==> config.mk <==
export PLATFORM = sky130hd
export DESIGN_NAME = uni_lite_router
export DESIGN_NICKNAME = d
export VERILOG_FILES = /design/src/rtl/uni_lite_pkg.sv /design/src/rtl/uni_lite_router.sv
export VERILOG_INCLUDE_DIRS = /design/src /design/src/rtl
export SDC_FILE = /design/constraint.sdc
export NUM_CORES = 1
export LEC_CHECK = 0
export BUFFER_PORTS_ARGS = -buffer_cell sky130_fd_sc_hd__buf_2
export CORE_AREA = 4 4 204 206
export CTS_BUF_LIST = sky130_fd_sc_hd__clkbuf_4 sky130_fd_sc_hd__clkbuf_8
export DETAILED_ROUTE_END_ITERATION = 10
export DIE_AREA = 0 0 208 210
export GPL_ROUTABILITY_DRIVEN = 0
export GPL_TIMING_DRIVEN = 0
export SLEW_MARGIN = 20
export SYNTH_ARGS = -nofsm -noshare
export SYNTH_HDL_FRONTEND = slang
export SYNTH_SLANG_ARGS = --single-unit
==> constraint.sdc <==
create_clock -name clk_i -period 1.8 [get_ports clk_i]
set_input_delay 0.27 -clock clk_i [delete_from_list [all_inputs] [get_ports clk_i]]
set_output_delay 0.27 -clock clk_i [all_outputs]
set_load 0.01 [all_outputs]
==> src/rtl/uni_lite_defines.svh <==
`ifndef UNI_LITE_DEFINES_SVH
`define UNI_LITE_DEFINES_SVH

// Bus widths and requester count
`define UL_PADDR_WIDTH 32
`define UL_DATA_WIDTH 64
`define UL_NUM_REQ 2

// Memory map, addresses below the DRAM base are local
`define UL_DRAM_BASE 32'h8000_0000
`define UL_DEV_MSB 23
`define UL_DEV_LSB 20
`define UL_CFG_DEV 4'd1
`define UL_CLINT_DEV 4'd2

// Config slice register offsets
`define UL_CFG_FREEZE_ADDR 8'h00
`define UL_CFG_SCRATCH_ADDR 8'h08

// CLINT register offsets
`define UL_CLINT_MSIP_ADDR 8'h00
`define UL_CLINT_MTIMECMP_ADDR 8'h08
`define UL_CLINT_MTIME_ADDR 8'h10

`endif

==> src/rtl/uni_lite_pkg.sv <==
package uni_lite_pkg;

  // Command opcode
  typedef enum logic
  {
    e_mem_rd = 1'b0
    , e_mem_wr = 1'b1
  } mem_op_e;

  // Decoded target, also the index into the router device arrays
  typedef enum logic [1:0]
  {
    e_dev_cfg = 2'd0
    , e_dev_clint = 2'd1
    , e_dev_loopback = 2'd2
    , e_dev_mem = 2'd3
  } dev_sel_e;

  // Arbiter transaction state
  typedef enum logic [1:0]
  {
    e_arb_idle = 2'd0
    , e_arb_cmd = 2'd1
    , e_arb_resp = 2'd2
  } arb_state_e;

endpackage

==> src/rtl/uni_lite_router.sv <==
`include "uni_lite_defines.svh"

module uni_lite_router
  (input clk_i
  , input reset_i

  , input cmd_v_i
  , input uni_lite_pkg::mem_op_e cmd_op_i
  , input [`UL_PADDR_WIDTH-1:0] cmd_addr_i
  , input [`UL_DATA_WIDTH-1:0] cmd_data_i
  , output logic cmd_ready_o

  , output logic rsp_v_o
  , output logic [`UL_DATA_WIDTH-1:0] rsp_data_o
  , input rsp_ready_i

  , output logic [3:0] dev_cmd_v_o
  , output uni_lite_pkg::mem_op_e dev_op_o
  , output logic [`UL_PADDR_WIDTH-1:0] dev_addr_o
  , output logic [`UL_DATA_WIDTH-1:0] dev_data_o
  , input [3:0] dev_cmd_ready_i

  , input [3:0] dev_rsp_v_i
  , input [3:0][`UL_DATA_WIDTH-1:0] dev_rsp_data_i
  , output logic [3:0] dev_rsp_ready_o
  );

  import uni_lite_pkg::*;

  dev_sel_e dev_sel, sel_r;
  logic [`UL_DEV_MSB-`UL_DEV_LSB:0] dev_field;
  logic is_local;

  assign is_local = (cmd_addr_i < `UL_DRAM_BASE);
  assign dev_field = cmd_addr_i[`UL_DEV_MSB:`UL_DEV_LSB];

  always_comb
  begin
    if (!is_local)
      dev_sel = e_dev_mem;
    else if (dev_field == `UL_CFG_DEV)
      dev_sel = e_dev_cfg;
    else if (dev_field == `UL_CLINT_DEV)
      dev_sel = e_dev_clint;
    else
      dev_sel = e_dev_loopback;
  end

  // Remember the target so only its response is muxed back
  always_ff @(posedge clk_i)
  begin
    if (reset_i)
      sel_r <= e_dev_cfg;
    else if (cmd_v_i & cmd_ready_o)
      sel_r <= dev_sel;
  end

  assign dev_op_o = cmd_op_i;
  assign dev_addr_o = cmd_addr_i;
  assign dev_data_o = cmd_data_i;
  assign cmd_ready_o = dev_cmd_ready_i[dev_sel];

  assign rsp_v_o = dev_rsp_v_i[sel_r];
  assign rsp_data_o = dev_rsp_data_i[sel_r];

  always_comb
  begin
    for (int i = 0; i < 4; i++)
    begin
      dev_cmd_v_o[i] = cmd_v_i & (dev_sel == dev_sel_e'(i));
      dev_rsp_ready_o[i] = rsp_ready_i & (sel_r == dev_sel_e'(i));
    end
  end

endmodule

==> results.py <==
metrics = {
    "flow_run": {
        "cap_violations": 0,
    },
    "pwr": {
        "p_comb_share_pct": 89.3,
        "switching_share_pct": 38.2,
        "power.switching_uw": 812,
        "power_frac_clock_pct": 8.2,
        "leakagePower_nw": 2.99,
        "peakVddDrop_v": 0.000194,
        "cellPowerDensity_nw_per_um2": 352,
        "total_power_mw": 2.13,
        "pwr-share-seq_pct": 2.4,
        "p_int_mw": 1.32,
    },
    "routing": {
        "drc_errors": 0,
        "drtIter0Drc": 168,
        "ant_nets": 0,
        "vias_per_cell": 3.09,
        "routedWlPerCell_um": 16.8,
        "drt-total-wl_um": 20100,
        "drtPass1Iterations": 4,
        "vias": 3684,
    },
    "critical_path": {
        "crit_start": "sel_r[0]$_SDFFE_PP0P_",
        "r2r-end": "sel_r[0]$_SDFFE_PP0P_",
        "cpPeakStageDelay_ns": 0.51,
        "crit_fanout": 7,
        "crit_cells": 5,
        "r2r.worst_path.cells": 5,
        "cp-end-kind": "output pin",
        "cp.required_ns": 1.53,
        "crit_end": "rsp_data_o[34]",
        "cp_top_family": "buffers and inverters",
        "arrival_ns": 1.69,
        "r2r-start": "sel_r[0]$_SDFFE_PP0P_",
        "cp_cell_sequence": "clkbuf_16 -> buf_12 -> clkbuf_16 -> mux4_2 -> buf_6",
        "cp-start-kind": "flip-flop",
        "ff2ff_setup_slack_ns": 0.61,
        "crit_top_cell": "clkbuf_16",
        "path_buf_inv": 4,
        "critical_path_class": "flip-flop to output pin",
        "crit_slowest_cell": "mux4_2",
    },
    "cells_and_area": {
        "reg_top3": "sel_r x2",
        "final_common_cell": "buf_2",
        "final_cell_area_um2": 6040,
        "final_util_pct": 15.2,
        "max_flop_register": "sel_r",
        "layout-drive-gt1-share_pct": 96.3,
        "largest_reg_flops": 2,
        "areaGrowthSynthToFinish_pct": 139,
        "fin_nets": 1034,
        "layout_common_cells": "402 x buf_2, 103 x buf_4, 65 x mux4_2, 49 x buf_6, 7 x buf_12",
    },
    "logic_synthesis": {
        "muxShareOfSynthArea_pct": 57.9,
        "synthAdderAreaFrac_pct": 0,
        "synth_cells": 208,
        "ys_warn_count": 0,
        "synthDistinctLibCells": 28,
        "synth.yosys.seq_area_share_pct": 1.58,
        "synth-seq-cells": 2,
        "synth_top_family_by_area": "multiplexers",
        "avgSynthCellArea_um2": 12.1,
        "syn-num-nets": 573,
        "synthesis.area_um2": 2530,
        "synthSimpleGateAreaFrac_pct": 3.52,
        "synth_compound_gate_area_share_pct": 3.37,
        "synth_xor_area_share_pct": 0.347,
    },
    "cts": {
        "cts_root_buf": "clkbuf_8",
        "cts_tree": "built",
        "clk_latency_ns": 0.21,
        "cts.sinks": 2,
        "clk_pin_slew_ns": 0.03,
        "cts_buffer_depth": 2,
        "cts_buffers": 3,
        "htreeDepth": 1,
    },
    "placement": {
        "place_area_um2": 5400,
        "io_buffer_count": 443,
        "dpl.hpwl_um": 18300,
    },
    "sta": {
        "hold_viol_final": 0,
        "whs_ns": 0.246,
        "worstMarginPinSlew_ns": 0.293,
        "layout_setup_ws_ns": -0.156,
        "final-setup-viol-count": 65,
        "slew_viol_final": 0,
        "fin_crit_ns": 1.96,
        "slew_headroom_pct": 80.4,
        "fmax_mhz": 511,
        "period_share_pct": 109,
        "fin_worst_skew_ns": 0,
        "grt_setup_unrepaired": "true",
    },
    "global_routing": {
        "grt_pass1_wl_um": 26200,
        "grt_pass1_vias": 4042,
        "overflow": 0,
        "antenna_found_initial": 5,
        "grt_start_max_net_pins": 11,
        "grt_usage_pct": 7.91,
    },
    "status": {
        "violations": "setup timing",
        "outcome": "complete, but fails checks",
    },
    "floorplanning": {
        "initial_utilization_pct": 6.37,
        "fp-row-count": 73,
        "die_h_um": 210,
        "die-area_um2": 43700,
        "ios": 536,
        "die_w_um": 208,
        "core_area_um2": 39600,
    },
    "hold_path": {
        "hp-class": "input pin to flip-flop",
    },
}
## cells by family after synthesis
group	after synthesis
buffers and inverters	116
multiplexers	65
AO/OA/AOI/OAI	9
XOR/XNOR	1
flip-flops	2
AND/OR/NAND/NOR	15
## repair_timing
item                                    CTS  global route
pin swaps                                 0             0
gates cloned                              1             4
resized for setup                        57            54
hold buffers                              0             0
buffers inserted                          4             4
endpoints found under the setup margin   69            67
## cell type report
cell class,instances,area [um2]
multi-input cells,90,1650
plain buffers,113,963
diodes,2,5.00
fillers,4450,33600
well taps,525,657
flip-flops and latches,2,41.3
repair buffers,456,2680
clock buffers,3,41.3
inverters,3,11.3
## synth_stat cells
master	n	area (um2)
xor2_1	1	8.76
a21boi_1	1	7.51
buf_4	97	728
a31oi_1	1	6.26
inv_1	3	11.3
nor2b_1	1	6.26
a211oi_1	1	7.51
a221oi_2	1	15.0
and2_1	1	6.26
mux4_2	65	1460
buf_2	7	35.0
and3_1	2	12.5
o31a_1	1	8.76
nor3b_1	1	7.51
nand2_1	1	3.75
nor3_1	1	5.00
dfxtp_1	2	40.0
nor2_1	2	7.51
a21boi_2	1	11.3
clkbuf_2	1	5.00
buf_6	4	45.0
nand2b_1	3	18.8
nand3b_1	2	15.0
o311ai_2	1	16.3
nor2_2	1	6.26
o21a_1	1	7.51
clkbuf_1	4	15.0
a21oi_1	1	5.00
## how the worst min path moves through the flow
stage / from / to / slack (ns) / cells past startpoint
after global placement: reset_i / sel_r[1]$_SDFFE_PP0P_ / 0.46 / 2
after global routing: reset_i / sel_r[0]$_SDFFE_PP0P_ / 0.26 / 2
after detailed placement: reset_i / sel_r[1]$_SDFFE_PP0P_ / 0.46 / 2
final: reset_i / sel_r[0]$_SDFFE_PP0P_ / 0.25 / 2
after floorplan: reset_i / sel_r[1]$_SDFFE_PP0P_ / 0.34 / 1
after CTS: reset_i / sel_r[0]$_SDFFE_PP0P_ / 0.24 / 2
## power groups by stage
stage	Combinational, mW	Sequential, mW	Clock, mW
3_5_place_dp	1.63	0.0510	0
5_1_grt	2.03	0.0525	0.186
6_report	1.90	0.0520	0.175
4_1_cts	1.76	0.0521	0.182
2_1_floorplan	0.819	0.0495	0
3_3_place_gp	1.61	0.0512	0
## worst register-to-register path: stages, from the launching register on
cell,delay (ns)
dfxtp_2,0.32
clkbuf_16,0.17
buf_12,0.16
buf_12,0.15
inv_1,0.11
a211oi_1,0.20
## per-layer routing
metal  wire, um  GRT usage (%)  up-vias
met3       1870           2.08       28
li1           -              -     1650
met5         27              0        -
met4        801           3.22        4
met2      10400           14.4      290
met1       6980           8.79     1712
## per-stage QoR
stage	TNS [ns]	setup slack, ns	cells
global route	-9.51	-0.199	1194
global placement	-17.95	-0.485	1176
floorplan	0	0.244	208
detailed placement	-18.77	-0.485	1176
CTS	-9.21	-0.195	1184
finish	-6.46	-0.156	1194
Power figures use the tool's default switching activity.
