--- src/rtl/uni_lite_defines.svh ---
`ifndef UNI_LITE_DEFINES_SVH
`define UNI_LITE_DEFINES_SVH

// Bus widths and requester count
`define UL_PADDR_WIDTH 32
`define UL_DATA_WIDTH 64
`define UL_NUM_REQ 2

// Memory map, addresses below the DRAM base are local
`define UL_DRAM_BASE 32'h8000_0000
`define UL_DEV_MSB 23
`define UL_DEV_LSB 20
`define UL_CFG_DEV 4'd1
`define UL_CLINT_DEV 4'd2

// Config slice register offsets
`define UL_CFG_FREEZE_ADDR 8'h00
`define UL_CFG_SCRATCH_ADDR 8'h08

// CLINT register offsets
`define UL_CLINT_MSIP_ADDR 8'h00
`define UL_CLINT_MTIMECMP_ADDR 8'h08
`define UL_CLINT_MTIME_ADDR 8'h10

`endif

--- src/rtl/uni_lite_pkg.sv ---
package uni_lite_pkg;

  // Command opcode
  typedef enum logic
  {
    e_mem_rd = 1'b0
    , e_mem_wr = 1'b1
  } mem_op_e;

  // Decoded target, also the index into the router device arrays
  typedef enum logic [1:0]
  {
    e_dev_cfg = 2'd0
    , e_dev_clint = 2'd1
    , e_dev_loopback = 2'd2
    , e_dev_mem = 2'd3
  } dev_sel_e;

  // Arbiter transaction state
  typedef enum logic [1:0]
  {
    e_arb_idle = 2'd0
    , e_arb_cmd = 2'd1
    , e_arb_resp = 2'd2
  } arb_state_e;

endpackage

--- src/rtl/uni_lite_clint_slice.sv ---
`include "uni_lite_defines.svh"

module uni_lite_clint_slice
  (input clk_i
  , input reset_i

  , input cmd_v_i
  , input uni_lite_pkg::mem_op_e cmd_op_i
  , input [`UL_PADDR_WIDTH-1:0] cmd_addr_i
  , input [`UL_DATA_WIDTH-1:0] cmd_data_i
  , output logic cmd_ready_o

  , output logic rsp_v_o
  , output logic [`UL_DATA_WIDTH-1:0] rsp_data_o
  , input rsp_ready_i

  , output logic timer_irq_o
  , output logic software_irq_o
  );

  import uni_lite_pkg::*;

  logic [`UL_DATA_WIDTH-1:0] mtime_r, mtimecmp_r, rd_data;
  logic msip_r;
  logic [7:0] offset;
  logic cmd_yumi;

  assign cmd_ready_o = ~rsp_v_o;
  assign cmd_yumi = cmd_v_i & cmd_ready_o;
  assign offset = cmd_addr_i[7:0];

  always_comb
  begin
    case (offset)
      `UL_CLINT_MSIP_ADDR: rd_data = `UL_DATA_WIDTH'(msip_r);
      `UL_CLINT_MTIMECMP_ADDR: rd_data = mtimecmp_r;
      `UL_CLINT_MTIME_ADDR: rd_data = mtime_r;
      default: rd_data = '0;
    endcase
  end

  always_ff @(posedge clk_i)
  begin
    if (reset_i)
    begin
      mtime_r <= '0;
      mtimecmp_r <= '1;
      msip_r <= 1'b0;
      timer_irq_o <= 1'b0;
      rsp_v_o <= 1'b0;
    end
    else
    begin
      // Free running timer, read only
      mtime_r <= mtime_r + 1'b1;
      timer_irq_o <= (mtime_r >= mtimecmp_r);

      if (cmd_yumi)
        rsp_v_o <= 1'b1;
      else if (rsp_ready_i)
        rsp_v_o <= 1'b0;

      if (cmd_yumi && cmd_op_i == e_mem_wr)
      begin
        case (offset)
          `UL_CLINT_MSIP_ADDR: msip_r <= cmd_data_i[0];
          `UL_CLINT_MTIMECMP_ADDR: mtimecmp_r <= cmd_data_i;
          default: ;
        endcase
      end
    end
  end

  always_ff @(posedge clk_i)
  begin
    if (cmd_yumi)
      rsp_data_o <= (cmd_op_i == e_mem_rd) ? rd_data : '0;
  end

  assign software_irq_o = msip_r;

endmodule

--- config.mk ---
export PLATFORM = sky130hd
export DESIGN_NAME = uni_lite_clint_slice
export DESIGN_NICKNAME = d
export VERILOG_FILES = /design/src/rtl/uni_lite_pkg.sv /design/src/rtl/uni_lite_clint_slice.sv
export VERILOG_INCLUDE_DIRS = /design/src /design/src/rtl
export SDC_FILE = /design/constraint.sdc
export NUM_CORES = 1
export LEC_CHECK = 0
export ABC_AREA = 1
export ABC_CLOCK_PERIOD_IN_PS = 3450
export BUFFER_PORTS_ARGS = -buffer_cell sky130_fd_sc_hd__clkbuf_2
export CORE_MARGIN = 2
export CORE_UTILIZATION = 53
export CTS_BUF_LIST = sky130_fd_sc_hd__clkbuf_2
export DETAILED_ROUTE_END_ITERATION = 7
export GPL_TIMING_DRIVEN = 0
export MAX_ROUTING_LAYER = met4
export PLACE_DENSITY_LB_ADDON = 0.08
export SYNTH_ARGS = -nofsm -noshare
export SYNTH_HDL_FRONTEND = slang
export SYNTH_SLANG_ARGS = --single-unit
--- constraint.sdc ---
create_clock -name clk_i -period 3.45 [get_ports clk_i]
set_clock_uncertainty 0.2 [all_clocks]
set_input_delay 0.1725 -clock clk_i [delete_from_list [all_inputs] [get_ports clk_i]]
set_output_delay 0.1725 -clock clk_i [all_outputs]
set_load 0.01 [all_outputs]
==> results of run 1 <==
-- how the worst min path moves through the flow --
stage | from | to | slack [ns] | cells past startpoint
floorplan | cmd_data_i[0] | mtimecmp_r[0] | 0.09 | 2
global placement | cmd_data_i[57] | mtimecmp_r[57] | 0.19 | 3
detailed placement | cmd_data_i[1] | mtimecmp_r[1] | 0.19 | 3
CTS | cmd_data_i[0] | software_irq_o | 0.006 | 4
global route | cmd_data_i[0] | software_irq_o | 0.1 | 4
finish | cmd_data_i[0] | software_irq_o | 0.07 | 4
-- what timing repair did --
item | in CTS | in global routing
setup endpoints to repair | 0 | 1
hold buffers | 148 | 0
gates resized for setup | 0 | 2
hold endpoints to repair | 217 | 0
-- layout make-up --
class                           count  area [um^2]  share of cell area, %
Clock buffer                       18        90.09                 0.6724
Clock inverter                     14        130.1                 0.9712
Sequential cell                   195         4544                  33.92
Antenna cell                        3        7.507                0.05603
Inverter                          165        621.8                  4.641
Timing Repair Buffer              291         2212                  16.51
Multi-Input combinational cell    979         5248                  39.17
Buffer                             47        212.7                  1.588
Tap cell                          265        331.6                  2.475
-- placed cells by master (no fill, tap or decap), types with 8 or more instances in the layout --
cell type        n
nand2_1        373
clkbuf_2       160
inv_1          156
dlygate4sd3_1  148
a21oi_1        134
dfxtp_1        131
nor2_1         111
o211ai_1        65
ha_1            65
edfxtp_1        64
nand3_1         56
nand4_1         36
nor3_1          35
clkbuf_1        26
o21ai_0         21
buf_2           17
or2_0           13
nor2_2          10
xor2_1           9
inv_2            8
-- registers in the layout, summed over array words and instances (netlist names) --
register        cells
mtime_r            64
mtimecmp_r         64
timer_irq_o         1
software_irq_o      1
rsp_data_o         64
rsp_v_o             1
-- power groups by stage --
stage	registers [W]	clock network [W]	logic (W)
2_1_floorplan	0.00250	0	0.0000684
3_3_place_gp	0.00248	0	0.000201
3_5_place_dp	0.00248	0	0.000207
4_1_cts	0.00243	0.00113	0.000330
5_1_grt	0.00244	0.00122	0.000369
6_report	0.00243	0.00113	0.000343
-- cells by family (layout without fill, tap and decap cells) --
logic type	count (synthesis)	count (layout)	synth area share [%]
xor+xnor	11	11	0.9076
other cells	0	3	0
fa+ha+maj	65	65	7.661
simple gates	674	674	28.29
compound gates	229	229	12.50
buf+inv	212	535	7.837
flops	195	195	42.80
-- per-stage QoR --
step | power (W) | util, % | hold slack (ns) | area, um^2 | worst slack, ns
after global routing | 0.004027 | 68.38 | 0.09666 | 13400 | 0.005838
after detailed placement | 0.002682 | 59.65 | 0.1941 | 11690 | 1.054
after CTS | 0.003888 | 68.34 | 0.005741 | 13390 | 0.1610
final | 0.003904 | 68.39 | 0.06571 | 13400 | 0.07757
after global placement | 0.002678 | 59.53 | 0.1874 | 11660 | 0.0004476
after floorplan | 0.002565 | - | 0.08572 | 10620 | 0.7620
-- worst max-delay path, delay by kind of cell --
kind	cells	cell delay (ns)
and+or+nand+nor	5	0.52
buffers and inverters	9	3.21
-- layer usage --
layer	GRT usage [%]	up-vias
li1	-	5241
met1	44.30	4896
met2	52.04	342
met3	4.765	44
met4	10.05	0
met5	-	-
==> flow_summary.toml, run 1 <==
[global_routing]
grt_usage_pct = 32.99
grt_pass1_vias = 10336
grt_first_pass_wirelength_um = 53800
grt_overflow_total = 0
grt_max_degree = 36
antenna_found_initial = 1

[detailed_routing]
drt_first_iter_violations = 761
first_pass_iters = 6
wl_met3_um = 1807
dr_wl_met2_um = 15500
top_layer_used = "met4"
vias_per_cell = 5.323
m1WireLength_um = 15320
avgRoutedWirePerCell_um = 16.86
num_vias = 10523
routed_wl_um = 33330
ant_nets = 0
drc = 0

[clock_tree]
cts_tree = "yes"
clkSinkCount = 195
post_cts.repair.setup_buffers = 0
numCtsBuffers = 17
clk_pin_slew_ns = 0.27
root_buffer = "clkbuf_2"
clockBufferDepth = 2
cts.htree.levels = 4
clock_latency_ns = 0.78

[setup_path]
reg2reg_from = "rsp_v_o"
r2r_slack_ns = 0.89
slowest_stage = "dlygate4sd3_1"
crit_chain = "dlygate4sd3_1 -> clkbuf_2 -> nor3_2 -> dlygate4sd3_1 -> nand4_1 -> dlygate4sd3_1 -> inv_1 -> nand2_1 -> inv_4 -> buf_4 -> buf_4 -> nand2_1 -> nand3_1 -> dlygate4sd3_1"
cp_common_cell = "dlygate4sd3_1"
reg2regPathDepth = 8
crit_required_ns = 3.99
critical_path_class = "in -> reg"
crit_path_start = "cmd_addr_i[5]"
worstPathArrival_ns = 3.91
reg2reg_to = "mtimecmp_r[0]"
worstSetupEndpoint = "mtimecmp_r[0]"
cp_max_fo = 10
slowest_delay_ns = 0.64
critPathCaptureType = "register"
start_kind = "input port"

[power_and_ir_drop]
p_leak_nw = 5.839
ir_worst_vdd_mv = 0.3369
pwr-share-seq_pct = 62.3
clockPowerShare_pct = 28.9
p_switching_w = 0.001037
power_frac_comb_pct = 8.8
swShare_pct = 26.56
powerDensity_nw_per_um2 = 291.4
internal-power_w = 0.002867

[run]
maxCapViolCount = 0

[yosys]
syn_nets = 1552
synth_area_leaders = "dfxtp_1 (25%), edfxtp_1 (18%), nand2_1 (13%)"
ys_async_sr_fraction_pct = 0
synth.most_common_cell = "nand2_1"
syn-cell-area_um2 = 10620
ys_seq_elements = 195
synth_edf_count = 64
ys_types = 38
ys_top_cells_by_count = "nand2_1 (373), inv_1 (156), a21oi_1 (134)"
avgSynthCellArea_um2 = 7.660
synth_top_flop_cell = "dfxtp_1"
yosysTopAreaCell = "dfxtp_1"
ys_seq_area_share_pct = 42.80
synth.top_cell.area_share_pct = 24.70
yosysWarnings = 0
netlist_instances = 1386

[layout]
area_growth_pct = 26.20
final_nets = 1862
n_fill_cell = 1653
stdcell_count = 1977
drive_above_1_share_pct = 14.28

[timing]
hold_violations = 0
finalSetupViolations = 0
finalSetupTns_ns = 0
max_freq_mhz = 296.5
fin_crit_sh_pct = 97.75
slew_headroom_pct = 9.281
fin_crit_ns = 3.372
worst_pin_slew_ns = 1.355
slew_viol_final = 0
grt_setup_unrepaired = "no"

[placement]
dpl.cell_count = 1794
io_buffers = 142
place.gp.congestion = 0.9986
hpwl_um = 23590

[floorplan]
fp.dieW_um = 145.5
io_pins = 169
start_util_pct = 54.19
die_area_um2 = 21180
fp.dieH_um = 145.5
core_um2 = 19590
rows = 51

[status]
status = "finished, final reports clean"

[hold_path]
worstHoldPathType = "in -> reg"
No activity file was read; power rests on OpenSTA's default activity.
==> run 2: changes to the inputs <==
==> constraint.sdc (replaced) <==
create_clock -name clk_i -period 3.45 [get_ports clk_i]
set_clock_uncertainty 0.2 [all_clocks]
set_input_delay 0.5175 -clock clk_i [delete_from_list [all_inputs] [get_ports clk_i]]
set_output_delay 0.5175 -clock clk_i [all_outputs]
set_load 0.01 [all_outputs]
==> flow_summary.toml, run 2 (synthesis gave the netlist of run 1 again) <==
[clock_tree]
root_buffer = "clkbuf_2"
clock_latency_ns = 0.80
clkSinkCount = 195
cts_tree = "yes"
numCtsBuffers = 17
cts.repair.resized = 0
cts_hold_buf = 70
post_cts.repair.setup_buffers = 0
cts.htree.levels = 4
clockBufferDepth = 2
clk_pin_slew_ns = 0.28

[detailed_routing]
avgRoutedWirePerCell_um = 16.39
routed_wl_um = 31130
vias_per_cell = 5.304
first_pass_iters = 5
num_vias = 10073
drc = 0
ant_nets = 0
drt_first_iter_violations = 625

[hold_path]
min_from = "cmd_addr_i[4]"
worstHoldPathType = "in -> reg"
whs_path_depth = 6
min_to = "rsp_data_o[0]"

[layout]
area_growth_pct = 18.82
final_nets = 1784
mostFrequentLayoutCell = "nand2_1"
reg_top3 = "mtime_r x64, mtimecmp_r x64, rsp_data_o x64"
drive_above_1_share_pct = 14.96
final_cell_mix = "nand2_1 (373), clkbuf_2 (160), inv_1 (156)"

[timing]
finalSetupViolations = 0
slew_viol_final = 0
worst_pin_slew_ns = 1.327
slew_headroom_pct = 11.12
fin_crit_sh_pct = 80.55
hold_violations = 0
fin_crit_ns = 2.779
grt_setup_unrepaired = "no"
max_freq_mhz = 359.8
finalSetupTns_ns = 0

[setup_path]
r2r_slack_ns = 0.93
crit_required_ns = 4.00
reg2reg_to = "mtimecmp_r[0]"
critPathCaptureType = "register"
start_kind = "input port"
reg2reg_from = "rsp_v_o"
reg2regPathDepth = 8
cp_max_fo = 10
critical_path_class = "in -> reg"
worstPathArrival_ns = 3.33

[floorplan]
die_area_um2 = 21180
core_um2 = 19590
fp.dieW_um = 145.5
io_pins = 169
start_util_pct = 54.19
rows = 51
fp.dieH_um = 145.5

[power_and_ir_drop]
finalPower_w = 0.003822
ir_worst_vdd_mv = 0.3318
p_leak_nw = 5.500
powerDensity_nw_per_um2 = 303.0

[global_routing]
grt_pass1_vias = 9636
grt_overflow_total = 0
grt_first_pass_wirelength_um = 50250
antenna_found_initial = 1
grt_usage_pct = 30.86
grt_max_degree = 36

[run]
maxCapViolCount = 0

[placement]
io_buffers = 142
place.gp.congestion = 0.9986
hpwl_um = 23590

[status]
status = "finished, final reports clean"
[run 2: worst max-delay path, stage by stage]
cell,delay [ns]
dlygate4sd3_1,0.54
buf_2,0.32
inv_1,0.13
nor3_1,0.21
nand2_1,0.12
inv_2,0.33
buf_4,0.28
buf_4,0.20
nand2_1,0.06
nand3_1,0.07
dlygate4sd3_1,0.55
[run 2: power breakdown]
group	internal, W	switching [W]
logic	0.000122	0.000146
clock network	0.000273	0.000849
registers	0.00242	0.0000155
total	0.00281	0.00101
[run 2: area by class of cell]
class	instances	area [um^2]
Fill cell	1762	6975
Multi-Input combinational cell	979	5248
Sequential cell	195	4544
Timing Repair Buffer	213	1431
Inverter	165	619.3
Tap cell	265	331.6
Buffer	47	212.7
Clock inverter	14	130.1
Clock buffer	18	90.09
Antenna cell	3	7.507
[run 2: per-stage QoR]
stage	setup slack (ns)	cells	area (um^2)	util [%]	hold slack (ns)
2_1_floorplan	0.5956	1386	10620	-	0.2400
5_1_grt	0.5750	1898	12610	64.38	0.06327
3_5_place_dp	0.8659	1794	11690	59.65	0.2654
3_3_place_gp	-0.2702	1793	11660	59.53	0.2601
6_report	0.6709	1899	12610	64.39	0.06802
4_1_cts	0.7342	1896	12610	64.35	0.01174
[run 2: worst max-delay path by stage]
stage                             start              to  slack, ns  depth (start not counted)
after floorplan                 cmd_v_i   rsp_data_o[0]       0.60                          2
after global placement          cmd_v_i  rsp_data_o[60]      -0.27                          3
after detailed placement  cmd_addr_i[7]   mtimecmp_r[9]       0.87                         10
after CTS                      cmd_op_i   mtimecmp_r[0]       0.73                         11
after global routing           cmd_op_i   mtimecmp_r[0]       0.57                         11
final                          cmd_op_i   mtimecmp_r[0]       0.67                         11
[run 2: per-layer routing]
metal,global-route usage (%),share of wire (%),vias up
li1,-,-,5084
met1,42.54,47,4641
met2,47.73,45,312
met3,4.859,6.1,36
met4,8.039,1.6,0
met5,-,0,-
