File: config.mk
export PLATFORM = sky130hd
export DESIGN_NAME = uni_lite_cfg_slice
export DESIGN_NICKNAME = d
export VERILOG_FILES = /design/src/rtl/uni_lite_pkg.sv /design/src/rtl/uni_lite_cfg_slice.sv
export VERILOG_INCLUDE_DIRS = /design/src /design/src/rtl
export SDC_FILE = /design/constraint.sdc
export NUM_CORES = 1
export LEC_CHECK = 0
export ABC_AREA = 1
export BUFFER_PORTS_ARGS = -buffer_cell sky130_fd_sc_hd__buf_2
export CAP_MARGIN = 20
export CORE_MARGIN = 2
export CORE_UTILIZATION = 30
export DETAILED_ROUTE_END_ITERATION = 12
export GPL_TIMING_DRIVEN = 0
export PLACE_DENSITY = 0.51
export SLEW_MARGIN = 20
export SYNTH_ARGS = -nofsm -noshare
export SYNTH_HDL_FRONTEND = slang
export SYNTH_SLANG_ARGS = --single-unit
File: constraint.sdc
create_clock -name clk_i -period 3.6 [get_ports clk_i]
set_input_delay 0.18 -clock clk_i [delete_from_list [all_inputs] [get_ports clk_i]]
set_output_delay 0.18 -clock clk_i [all_outputs]
set_load 0.01 [all_outputs]
File: src/rtl/uni_lite_defines.svh
`ifndef UNI_LITE_DEFINES_SVH
`define UNI_LITE_DEFINES_SVH

// Bus widths and requester count
`define UL_PADDR_WIDTH 32
`define UL_DATA_WIDTH 64
`define UL_NUM_REQ 2

// Memory map, addresses below the DRAM base are local
`define UL_DRAM_BASE 32'h8000_0000
`define UL_DEV_MSB 23
`define UL_DEV_LSB 20
`define UL_CFG_DEV 4'd1
`define UL_CLINT_DEV 4'd2

// Config slice register offsets
`define UL_CFG_FREEZE_ADDR 8'h00
`define UL_CFG_SCRATCH_ADDR 8'h08

// CLINT register offsets
`define UL_CLINT_MSIP_ADDR 8'h00
`define UL_CLINT_MTIMECMP_ADDR 8'h08
`define UL_CLINT_MTIME_ADDR 8'h10

`endif

File: src/rtl/uni_lite_pkg.sv
package uni_lite_pkg;

  // Command opcode
  typedef enum logic
  {
    e_mem_rd = 1'b0
    , e_mem_wr = 1'b1
  } mem_op_e;

  // Decoded target, also the index into the router device arrays
  typedef enum logic [1:0]
  {
    e_dev_cfg = 2'd0
    , e_dev_clint = 2'd1
    , e_dev_loopback = 2'd2
    , e_dev_mem = 2'd3
  } dev_sel_e;

  // Arbiter transaction state
  typedef enum logic [1:0]
  {
    e_arb_idle = 2'd0
    , e_arb_cmd = 2'd1
    , e_arb_resp = 2'd2
  } arb_state_e;

endpackage

File: src/rtl/uni_lite_cfg_slice.sv
`include "uni_lite_defines.svh"

module uni_lite_cfg_slice
  (input clk_i
  , input reset_i

  , input cmd_v_i
  , input uni_lite_pkg::mem_op_e cmd_op_i
  , input [`UL_PADDR_WIDTH-1:0] cmd_addr_i
  , input [`UL_DATA_WIDTH-1:0] cmd_data_i
  , output logic cmd_ready_o

  , output logic rsp_v_o
  , output logic [`UL_DATA_WIDTH-1:0] rsp_data_o
  , input rsp_ready_i

  , output logic freeze_o
  );

  import uni_lite_pkg::*;

  logic freeze_r;
  logic [`UL_DATA_WIDTH-1:0] scratch_r, rd_data;
  logic [7:0] offset;
  logic cmd_yumi;

  // One command at a time, busy while the response waits
  assign cmd_ready_o = ~rsp_v_o;
  assign cmd_yumi = cmd_v_i & cmd_ready_o;
  assign offset = cmd_addr_i[7:0];

  always_comb
  begin
    case (offset)
      `UL_CFG_FREEZE_ADDR: rd_data = `UL_DATA_WIDTH'(freeze_r);
      `UL_CFG_SCRATCH_ADDR: rd_data = scratch_r;
      default: rd_data = '0;
    endcase
  end

  always_ff @(posedge clk_i)
  begin
    if (reset_i)
    begin
      freeze_r <= 1'b1;
      scratch_r <= '0;
      rsp_v_o <= 1'b0;
    end
    else
    begin
      if (cmd_yumi)
        rsp_v_o <= 1'b1;
      else if (rsp_ready_i)
        rsp_v_o <= 1'b0;

      if (cmd_yumi && cmd_op_i == e_mem_wr)
      begin
        case (offset)
          `UL_CFG_FREEZE_ADDR: freeze_r <= cmd_data_i[0];
          `UL_CFG_SCRATCH_ADDR: scratch_r <= cmd_data_i;
          default: ;
        endcase
      end
    end
  end

  // Writes answer with zero data
  always_ff @(posedge clk_i)
  begin
    if (cmd_yumi)
      rsp_data_o <= (cmd_op_i == e_mem_rd) ? rd_data : '0;
  end

  assign freeze_o = freeze_r;

endmodule

==> impl_summary.md, run 1 <==
Run status
The flow ran to the end, and the final reports show no timing, DRC or antenna violations.

Setup path
For the worst setup path, the data required time is a little under 4000 ps. The critical-path cell with the highest stage delay is dfxtp_1. The critical path starts at rsp_v_o. The worst setup path is captured at a flip-flop. For the worst setup path, the data arrival time is ~1900 ps.

Along the worst path, the maximum fanout reaches 10. The most frequent cell on the critical path is nand2_1. The classification of the worst setup path is flip-flop to flip-flop. The launching element type of the critical path is a flip-flop. The critical path goes through inv_1 > nand2_1 > nor2_2 > buf_4 > buf_2 > nand2_1 > nand2_1 > nand3_1. The largest stage delay on the critical path is 300 ps. The startpoint identified for the worst register-to-register timing path is rsp_v_o.

Finish
The count of inserted antenna diode cells is 0. In the layout the commonest cells are 155 x buf_2, 135 x nand2_1, 134 x nor2_1. The final instance area is approximately 0.0071 mm2. The post-layout net count is 914.

Once layout is complete, the utilization of the core stands at 39.6%. The synthesis-to-finish area growth is 29.8%. The most common cell after layout, fill and taps aside is buf_2.

The fraction of final layout cells with drive strength greater than 1 is 25.9%.

Die
The die is 139 um wide. The die covers 0.0194 mm2. The floorplan has 49 rows. The initial standard-cell utilization of the core is about 30%. In this run the count of I/O pins placed on the die edge is 168.

The height of the chip is roughly 140 um. The core region is ~0.018 mm2.

Place
The HPWL after detailed placement is 9.53 mm. Prior to clock tree synthesis, the placed netlist has a worst setup slack of 1930 ps. The final weighted congestion of routability-driven global placement is around 0.75. The standard cell area after detailed placement is 0.00651 mm2.

The port buffer count is 143.

Yosys
The cell count after synthesis came out at 650. Sequential cells were found to cover 59.2% of the synthesized design area. The number of distinct library cell variants in the gate-level netlist after synthesis is 17.

Each instance of the synthesized netlist takes up on average roughly 8.4 um2. The flip-flop and latch count after synthesis is between 100 and 150. The number of warning messages in the yosys log is 0. The post-synthesis net count is roughly 750. The synthesized netlist occupies a cell area of 0.00548 mm2.

STA
Setup violations remaining at the end of the flow were counted as 0. The setup TNS is 0 ps. The worst pin sits at a relative slew slack of 59.1%. The maximum frequency from static timing analysis is 612 MHz. Setup repair after global routing left no endpoint under its margin. The number of pins with negative max-slew slack in the final report was 0. For the pin with the worst max-slew slack, the measured transition is 613 ps. Subtracting the final worst setup slack from the clock period gives 1640 ps. The final worst setup slack is 1960 ps. The final hold violation count is 0. The clock skew after layout is 5.90 ps.

The share of the cycle needed by the critical path after routing is 45.4%.

Detailed routing
The first detailed-routing pass took 4 iterations. The detailed-route via count is between 4000 and 5000. The average routed wire per standard cell is 13.3 um. The ratio of routed vias to standard cells is 4.31. The detailed-route wire length is 14.0 mm.

The first routing iteration left between 200 and 250 violations. The number of nets with antenna violations after detailed routing is 0. After detailed routing, the number of remaining DRC violations is 0.

Clock tree
The maximum number of buffers from clock root to sink is 2. The clock sink count is 130. Hold repair after CTS inserted 0 buffers. The CTS tree is yes. In this run the clock root is driven by a clkbuf_16. The number of clock buffers added by TritonCTS is 17.

The clock latency on the worst-skew pair is 420 ps. In this run the number of H-tree levels came out at 4. After clock tree synthesis, the repair step resized 0 gates.

Once the clock tree was built, the setup fixing pass inserted 0 buffers. The clock-pin slew of the registers on the worst-case setup and hold paths is 60 ps.

GRT
The maximum number of pins on one net before global-route repair is 45. The total overflow left after global routing is 0. The initial antenna violation count is 0.

The global-route wire length before repair is between 20 and 25 mm. The overall fraction of global-route tracks in use is 15.0%. The via count of the first global-routing pass is roughly 4500.

Min path
The worst hold path begins at cmd_op_i. The path class of the tightest hold or removal check is primary input to flip-flop.

Pwr
The worst-case IR drop observed on VDD is 0.312 mV. The standby leakage power is 0.00305 uW. Power spread over the standard cell area amounts to between 500 and 600 mW/mm2.

Job
The reported max-cap violation count is 0.
## cells by family after synthesis
kind of cell / share of synthesized area, %
DFF: 59.2
AOI/OAI and AO/OA: 6.07
buffers and inverters: 10.0
and+or+nand+nor: 24.8
## power breakdown
group	switching (uW)	internal (uW)	total (uW)
logic	152	85.2	237
registers	9.42	1590	1600
clock network	660	1100	1760
## critical path: cells and delay by family, from the launching register on
family / cells / cell delay [ps]
and+or+nand+nor: 5 / 620
buffers and inverters: 3 / 560
DFF: 1 / 300
## synth_stat cells, drive strengths merged
library cell / instances / area (um2)
o21a: 1 / 7.51
nand3: 66 / 330
inv: 70 / 263
edfxtp: 64 / 1920
a21oi: 65 / 325
dfxtp: 66 / 1320
nor2: 136 / 521
buf: 40 / 259
clkbuf: 7 / 26.3
nand2: 135 / 507
## registers in the layout (all words and copies together), names as in the netlist
name / count
freeze_o: 1
rsp_data_o: 64
scratch_r: 64
rsp_v_o: 1
## worst paths after layout
| kind | end | slack, ps | depth (start not counted) |
|---|---|---|---|
| setup / recovery | freeze_o | 1960 | 8 |
| hold / removal | rsp_data_o[0] | 70 | 2 |
| setup reg to reg | freeze_o | 1960 | 8 |
| hold reg to reg | scratch_r[7] | 480 | 2 |
## cell type report
| cell class | count | area [um2] |
|---|---|---|
| Buffer | 47 | 285 |
| Clock buffer | 18 | 439 |
| Clock inverter | 14 | 163 |
| Fill cell | 1920 | 10800 |
| Inverter | 70 | 265 |
| Multi-Input combinational cell | 403 | 1690 |
| Sequential cell | 130 | 3240 |
| Tap cell | 229 | 287 |
| Timing Repair Buffer | 144 | 743 |
## metrics by stage
| stage | power [uW] | hold slack (ps) | instances |
|---|---|---|---|
| floorplan | 1750 | 334 | 650 |
| global placement | 1870 | 460 | 1022 |
| detailed placement | 1870 | 468 | 1023 |
| CTS | 3630 | 45.9 | 1055 |
| global route | 3720 | 65.9 | 1055 |
| finish | 3600 | 70.8 | 1055 |
## routing by layer
| layer | vias up | track usage (%) | wire, um |
|---|---|---|---|
| met4 | 0 | 4.36 | 173 |
| met5 | - | 0 | 0 |
| met2 | 94 | 24.6 | 6650 |
| li1 | 2384 | - | - |
| met1 | 2051 | 19.4 | 6640 |
| met3 | 18 | 4.21 | 537 |
Power figures use the tool's default switching activity.
==> run 2, diff against run 1 <==
- ABC_AREA: 1 -> 0
- PLACE_DENSITY: 0.51 -> 0.53
- clock period: 3.6 -> 1.5 ns (I/O delays scaled with it)
==> run 2 against run 1 <==
Net effect: the run now ends with negative setup slack left; sequential cell count stayed put; global-route usage is 1.8 points lower; first-iteration DRC count is 43% lower; register-to-register slack worse by 2000 ps; design area is 11% higher; critical path type unchanged; largest power group unchanged; highest routed layer unchanged.
==> impl_summary.md, run 2 <==
Setup path
The worst-case reg-to-reg path depth is 5 (-3). The most frequent cell on the critical path is buf_12. The critical path in this run is classified as flip-flop to flip-flop. The kind of cell with the highest combined delay on the critical path is simple AND/OR/NAND/NOR gates. The setup slack of the worst register-to-register path is -0.4 ps (-1970 ps). The critical-path cell with the highest stage delay is or3_4. The highest fanout seen on the critical path is 10 (unchanged).

Walking the worst path, the cells encountered are nand4b_1 > or3_4 > buf_12 > buf_12 > mux2i_1. The number of logic stages on the critical path including buffering is 5 (-3). The launching element type of the critical path is a flip-flop. The worst flop-to-flop path endpoint is scratch_r[43].

The data arrival time at the worst-slack endpoint is 1800 ps (-110 ps). The startpoint of the lowest-slack register-to-register path is rsp_v_o. The data required time at the worst endpoint was 1800 ps (-2070 ps).

STA classifies the critical path endpoint as a flip-flop. The largest stage delay on the critical path is 410 ps (+110 ps). The critical path buffer and inverter count came to 2 (-1).

Clock tree
The root buffer cell chosen for the clock tree is clkbuf_16. The number of buffers added by the clock tree synthesis step was 17 (unchanged). The maximum number of buffers from clock root to sink is 2 (unchanged). The clock sink count is 130 (unchanged). The clock-pin slew of the registers on the worst-case setup and hold paths is 60 ps (about the same). The clock latency on the worst-skew pair was 410 ps (about the same). TritonCTS built the clock tree. The maximum level of the CTS H-tree is 4 (unchanged).

Pwr
The clock power share is 46.2% (-2.8 points). The peak supply drop is 0.752 mV (+140%). The total power per unit cell area was 1060 mW/mm2 (+110%). The sequential cell fraction of total power is 46.0% (+1.6 points). The switching power share of the total came to 22.2% (-0.66 points). The standby leakage power is 0.00361 uW (+18%).

The combinational share of power was 7.8% (+1.2 points). The power consumption came to 8340 uW (+130%). The internal power consumption is 6490 uW (+130%). The total net switching power came to 1850 uW (+130%).

Detailed routing
The number of design rule violations left after detail routing was 0 (unchanged). The ratio of routed vias to standard cells was 4.18 (-3.0%). The number of nets with antenna violations after detailed routing is 0 (unchanged).

The detailed-route via count was 3811 (-16%). The average routed wire per standard cell is 13.5 um (+1.8%). The detailed-route wire length is 12.3 mm (-12%). The iteration count of the initial detailed-routing pass came to 4 (unchanged). The DRC marker count from the first detailed-route iteration is 136 (-43%).

GRT
The via count of the first global-routing pass is 3902 (-13%). The global-route wire length before repair was 19.8 mm (-13%). The global-route congestion overflow total was 0 (unchanged). The overall fraction of global-route tracks in use was 13.1% (-1.8 points). The initial antenna violation count came to 0 (unchanged). The maximum number of pins on one net before global-route repair is 22 (-51%).

Die
The initial standard-cell utilization of the core is 30.4% (-0.11 points). The number of top-level pins is 168 (unchanged). The total number of placement rows is 49 (unchanged).

The standard cell core area was 0.0178 mm2 (-0.68%). The full die area was 0.0192 mm2 (-1.0%). The floorplan die width is 138 um (-0.50%). The height of the chip is 138 um (-0.50%).

Yosys
The number of enable-type register cells in the synthesized netlist is 64 (unchanged). The area of the mapped netlist was 0.00543 mm2 (-1.0%). The cell count after synthesis is 428 (-34%). The post-synthesis net count is 529 (-30%).

The top cell type by total area after synthesis is edfxtp_1. The proportion of synthesized flip-flops having asynchronous set or reset is 0% (unchanged). The most frequent cell after synthesis is nand2b_1. The area fraction of the dominant cell type after synthesis is 35.4% (+0.36 points). The flip-flop and latch count after synthesis is 130 (unchanged). The number of distinct library cell variants in the gate-level netlist after synthesis is 18 (+1). By area the synthesized netlist is led by edfxtp_1 35%, dfxtp_1 24%, nand2b_1 15%, mux2i_1 12%, and2_1 7.3%. The portion of the post-synthesis area used by sequential elements came to 59.8% (+0.61 points).

The commonest cells after synthesis are 128 x nand2b_1, 66 x dfxtp_1, 66 x mux2i_1. Among all flip-flop cells after synthesis, the most frequent one is dfxtp_1. The per-instance average area after synthesis was 12.7 um2 (+50%). The number of warning messages in the yosys log is 0 (unchanged).

Finish
The final instance area is 0.00790 mm2 (+11%). The fraction of final layout cells with drive strength greater than 1 is 30.0% (+4.1 points). The library cells used most frequently in the layout, excluding fill and tap cells, are 142 x buf_2, 128 x nand2b_1, 67 x dlygate4sd3_1, 66 x mux2i_1, 65 x dfxtp_1.

Leaving out fill and tap cells, the most frequent cell in the layout is buf_2. In the final layout, the registers with the most flip-flops are rsp_data_o x64, scratch_r x64. The synthesis-to-finish area growth is 45.5%. The post-layout net count is 771 (-16%).

The count of inserted antenna diode cells is 0 (unchanged).

Run status
The run finished, with violations left. The final reports fail on negative setup slack.

Place
The port buffer count was 142 (-0.70%). The estimated wirelength of the detail-placed design was 8.55 mm (-10%). The final weighted congestion of routability-driven global placement is 0.712 (-4.6%).

The standard cell area after detailed placement came to 0.00652 mm2 (+0.12%).

STA
Setup repair after global routing could not meet its margin everywhere. The number of pins with negative max-slew slack in the final report came to 0 (unchanged). The final critical-path required period is 1500 ps (-135 ps). The share of the cycle needed by the critical path after routing is 100% (+55 points). The final hold violation count is 0 (unchanged).

The normalized max-slew margin is 50.7% (-8.4 points). The clock skew after layout was 6.41 ps (+0.518 ps). The total of endpoints with negative setup slack in the final report is 2 (+2). The maximum frequency from static timing analysis came to 666 MHz (+9.0%). The final worst setup slack came to -0.399 ps (-1970 ps).

The actual transition at the worst max-transition pin is 740 ps (+126 ps).

Min path
The number of cells traversed by the worst hold path came to 2 (unchanged). The beginning of the worst hold path is cmd_op_i. The end of the worst hold path is rsp_data_o[0].

In this run the worst hold path is classified as primary input to flip-flop.

Job
The reported max-cap violation count is 0 (unchanged).
run 2: changes by cell type after synthesis, sizes merged, moves of 13 or more:
cell / delta
nand2: -135
nor2: -133
nand2b: +128
inv: -69
mux2i: +66
nand3: -66
a21oi: -65
and2: +63
buf: -33
clkbuf: +13
run 2: cell type report:
type	count	area, um2
well taps	229	287
flip-flops and latches	130	3250
fillers	1670	9950
multi-input cells	270	1970
clock buffers	19	443
plain buffers	27	223
clock inverters	13	113
repair buffers	223	1610
inverters	1	3.75
run 2: worst max path at each step:
stage / to / startpoint / slack (ps)
4_1_cts: scratch_r[7] / rsp_v_o / -20
3_3_place_gp: rsp_data_o[22] / rsp_v_o / -760
2_1_floorplan: rsp_data_o[0] / rsp_v_o / -240
5_1_grt: scratch_r[24] / rsp_v_o / -50
6_report: scratch_r[43] / rsp_v_o / -0.4
3_5_place_dp: rsp_data_o[54] / cmd_addr_i[4] / -700
run 2: metal layers:
| metal | GRT usage (%) | vias up | routed length, um |
|---|---|---|---|
| li1 | - | 1911 | - |
| met2 | 21.5 | 104 | 5790 |
| met1 | 16.1 | 1776 | 5620 |
| met5 | 0 | - | 0 |
| met4 | 6.55 | 0 | 253 |
| met3 | 3.50 | 20 | 660 |
run 2: logic make-up (layout without fill, tap and decap cells):
kind of cell	count (synthesis)	in the layout	share of synthesized area [%]
flops	130	130	59.8
compound gates	1	1	0.138
mux	66	66	12.2
simple gates	203	203	23.9
buf+inv	28	283	4.04
run 2: power groups by stage:
stage               clock network [uW]  registers (uW)  logic, uW
finish                            3850            3840        651
global route                      4100            3840        708
CTS                               3960            3840        655
detailed placement                   0            3910        515
global placement                     0            3920        472
floorplan                            0            3960        172
run 2: metrics by stage:
step	TNS [ps]	utilization [%]	hold WS (ps)	cells	setup WS (ps)
2_1_floorplan	-18400	-	167	428	-240
3_3_place_gp	-99200	36.1	250	799	-757
3_5_place_dp	-57030	36.6	255	802	-695
4_1_cts	-94.2	43.6	3.11	904	-19.6
5_1_grt	-1580	44.3	17.7	912	-47.6
6_report	-0.790	44.3	34.2	912	-0.399
run 2: worst register-to-register path: stages (launching register included):
cell      delay [ps]
dfxtp_4          360
nand4b_1         160
or3_4            410
buf_12           170
buf_12           150
mux2i_1          120
run 2: repair_timing:
| item | CTS | global route |
|---|---|---|
| setup buffers | 3 | 5 |
| pin swaps | 1 | 1 |
| gates cloned | 0 | 3 |
| hold buffers | 67 | 0 |
| gates resized for setup | 0 | 2 |
| endpoints found under the setup margin | 110 | 60 |
| endpoints found under the hold margin | 66 | 0 |
==> run 3, diff against run 2 <==
- CORE_UTILIZATION: 30 -> 40
- GPL_TIMING_DRIVEN: 0 -> 1
- PLACE_DENSITY: 0.53 -> 0.67
==> run 3 against run 2 <==
Net effect: the run now ends clean; register-to-register slack better by 90 ps; clock-buffer cell count rose by 6; power fell by 2.9%; worst setup slack better by 86 ps; critical path type unchanged; largest power group is now sequential cells.
==> impl_summary.md, run 3 (synthesis gave the netlist of run 2 again) <==
Detailed routing
The ratio of routed vias to standard cells is 4.42 (+5.8%). The number of nets with antenna violations after detailed routing is 0 (unchanged). The detailed-route via count is 3657 (-4.0%). The iteration count of the initial detailed-routing pass is 4 (unchanged). The number of design rule violations left after detail routing is 0 (unchanged).

The average routed wire per standard cell was 13.2 um (-2.6%). The detailed-route wire length is 10.9 mm (-12%). The DRC marker count from the first detailed-route iteration is 224 (+65%).

GRT
The global-route wire length before repair is 17.7 mm (-11%). The global-route congestion overflow total came to 0 (unchanged). The overall fraction of global-route tracks in use is 15.9% (+2.7 points). The via count of the first global-routing pass was 3716 (-4.8%). The maximum number of pins on one net before global-route repair came to 132 (+500%).

The initial antenna violation count came to 0 (unchanged).

Setup path
The worst-case reg-to-reg path depth is 4 (-1). The highest fanout seen on the critical path is 27 (+17). The category of the worst setup path capture point is a flip-flop. The launching element type of the critical path is a flip-flop. The classification of the worst setup path is flip-flop to flip-flop. The largest individual stage delay along the critical path comes from the cell or3_4. The data arrival time at the worst-slack endpoint was 1700 ps (-100 ps). The worst flop-to-flop path endpoint is scratch_r[32]. The startpoint of the lowest-slack register-to-register path is rsp_v_o. The critical path buffer and inverter count was 1 (-1). The kind of cell with the highest combined delay on the critical path is simple AND/OR/NAND/NOR gates. The data required time at the worst endpoint is 1790 ps (about the same). Traced cell by cell, the critical path runs through nand4b_1 > or3_4 > buf_12 > mux2i_1. The setup slack of the worst register-to-register path is 90 ps (+90 ps).

The largest stage delay on the critical path is 440 ps (+30 ps).

STA
The normalized max-slew margin is 73.9% (+23 points). The final hold violation count is 0 (unchanged). The final worst setup slack is 86.1 ps (+86.5 ps). The actual transition at the worst max-transition pin is 392 ps (-347 ps). The share of the cycle needed by the critical path after routing came to 94.3% (-5.8 points).

The final critical-path required period came to 1410 ps (-86.5 ps). The maximum frequency from static timing analysis is 707 MHz (+6.1%). The total of endpoints with negative setup slack in the final report was 0 (-2). The number of pins with negative max-slew slack in the final report is 0 (unchanged). The worst hold-check slack is 24.3 ps (-9.93 ps). Setup repair after global routing left no endpoint under its margin. The clock skew after layout is 7.23 ps (+0.818 ps).

Min path
The number of cells traversed by the worst hold path came to 3 (+1). The end of the worst hold path is freeze_o. The type of the worst min-delay path is primary input to flip-flop. The beginning of the worst hold path is cmd_addr_i[3].

Clock tree
The clock latency on the worst-skew pair was 410 ps (about the same). The clock-pin slew of the registers on the worst-case setup and hold paths is 60 ps (about the same). The number of buffers added by the clock tree synthesis step was 17 (unchanged). The maximum number of buffers from clock root to sink came to 2 (unchanged).

The clock sink count is 130 (unchanged). TritonCTS built the clock tree. The maximum level of the CTS H-tree came to 4 (unchanged). The clock root buffer master is clkbuf_16. The number of cells upsized or downsized after cts came to 0 (unchanged).

Die
The height of the chip is 120 um (-13%). The full die area was 0.0145 mm2 (-24%). The standard cell core area was 0.0132 mm2 (-26%).

The floorplan die width came to 120 um (-13%). The number of top-level pins is 168 (unchanged). The total number of placement rows is 42 (-14%). The initial standard-cell utilization of the core is 41.0% (+11 points).

Finish
The fraction of final layout cells with drive strength greater than 1 was 28.3% (-1.8 points). In the layout the commonest cells are 143 x buf_2, 128 x nand2b_1, 66 x mux2i_1, 66 x dlygate4sd3_1, 65 x dfxtp_1. Leaving out fill and tap cells, the most frequent cell in the layout is buf_2. The non-filler instance count after layout was 827 (-9.3%). The count of inserted antenna diode cells came to 0 (unchanged).

The final standard cell utilization of the core is 56.5% (+12 points). The synthesis-to-finish area growth is 38.0%. The largest registers in the layout are rsp_data_o x64, scratch_r x64. The post-layout net count came to 739 (-4.2%).

Pwr
The standby leakage power is 0.00345 uW (-4.5%). The total power per unit cell area is 1080 mW/mm2 (+2.4%). The power consumption is 8100 uW (-2.9%). The peak supply drop was 0.715 mV (-5.0%).

Place
The final weighted congestion of routability-driven global placement came to 0.742 (+4.2%). The minimum setup slack after placement came to -183 ps (+512 ps). The estimated wirelength of the detail-placed design is 6.56 mm (-23%). The port buffer count was 143 (+0.70%). The cell total after placement is 729 (-9.1%).

Run status
The flow ran to the end, and the final reports show no timing, DRC or antenna violations.

Job
The reported max-cap violation count came to 0 (unchanged).
[run 3: tightest hold or removal path, cell delays in order]
cell,delay (ps)
buf_2,130
nor4_1,70
mux2i_1,110
[run 3: repair_timing]
action | 4_1_cts | 5_1_grt
setup buffers | 0 | 0
endpoints found under the hold margin | 66 | 0
hold buffers | 66 | 0
[run 3: layer usage]
metal  vias up  wire [um]  track usage (%)
met4         0        192             7.41
met3        17        509             4.43
li1       1845          -                -
met5         -          0                0
met2        89       5390             26.5
met1      1706       4800             18.9
[run 3: power breakdown]
part | switching, uW | internal (uW) | leakage [uW]
registers | 24.1 | 3810 | 0.00117
logic | 267 | 345 | 0.00202
clock network | 1390 | 2260 | 0.000266
total | 1680 | 6420 | 0.00345
[run 3: final cells by class]
type | instances | area, um2
fillers | 1136 | 5760
flip-flops and latches | 130 | 3240
multi-input cells | 270 | 1970
repair buffers | 218 | 1520
clock buffers | 25 | 495
well taps | 176 | 220
clock inverters | 7 | 32.5
inverters | 1 | 3.75
[run 3: worst max-delay path by stage]
stage                  start        endpoint  slack, ps  cells after the start
4_1_cts              rsp_v_o   scratch_r[32]         90                      4
3_3_place_gp   cmd_addr_i[4]   rsp_data_o[6]       -140                      5
3_5_place_dp   cmd_addr_i[4]  rsp_data_o[35]       -180                      5
2_1_floorplan        rsp_v_o   rsp_data_o[0]       -240                      1
5_1_grt              rsp_v_o   scratch_r[19]         10                      4
6_report             rsp_v_o   scratch_r[32]         90                      4
[run 3: metrics by stage]
step	area (um2)	setup TNS, ps
2_1_floorplan	5440	-18400
3_3_place_gp	6300	-17050
3_5_place_dp	6300	-20000
4_1_cts	7490	0
5_1_grt	7490	0
6_report	7490	0
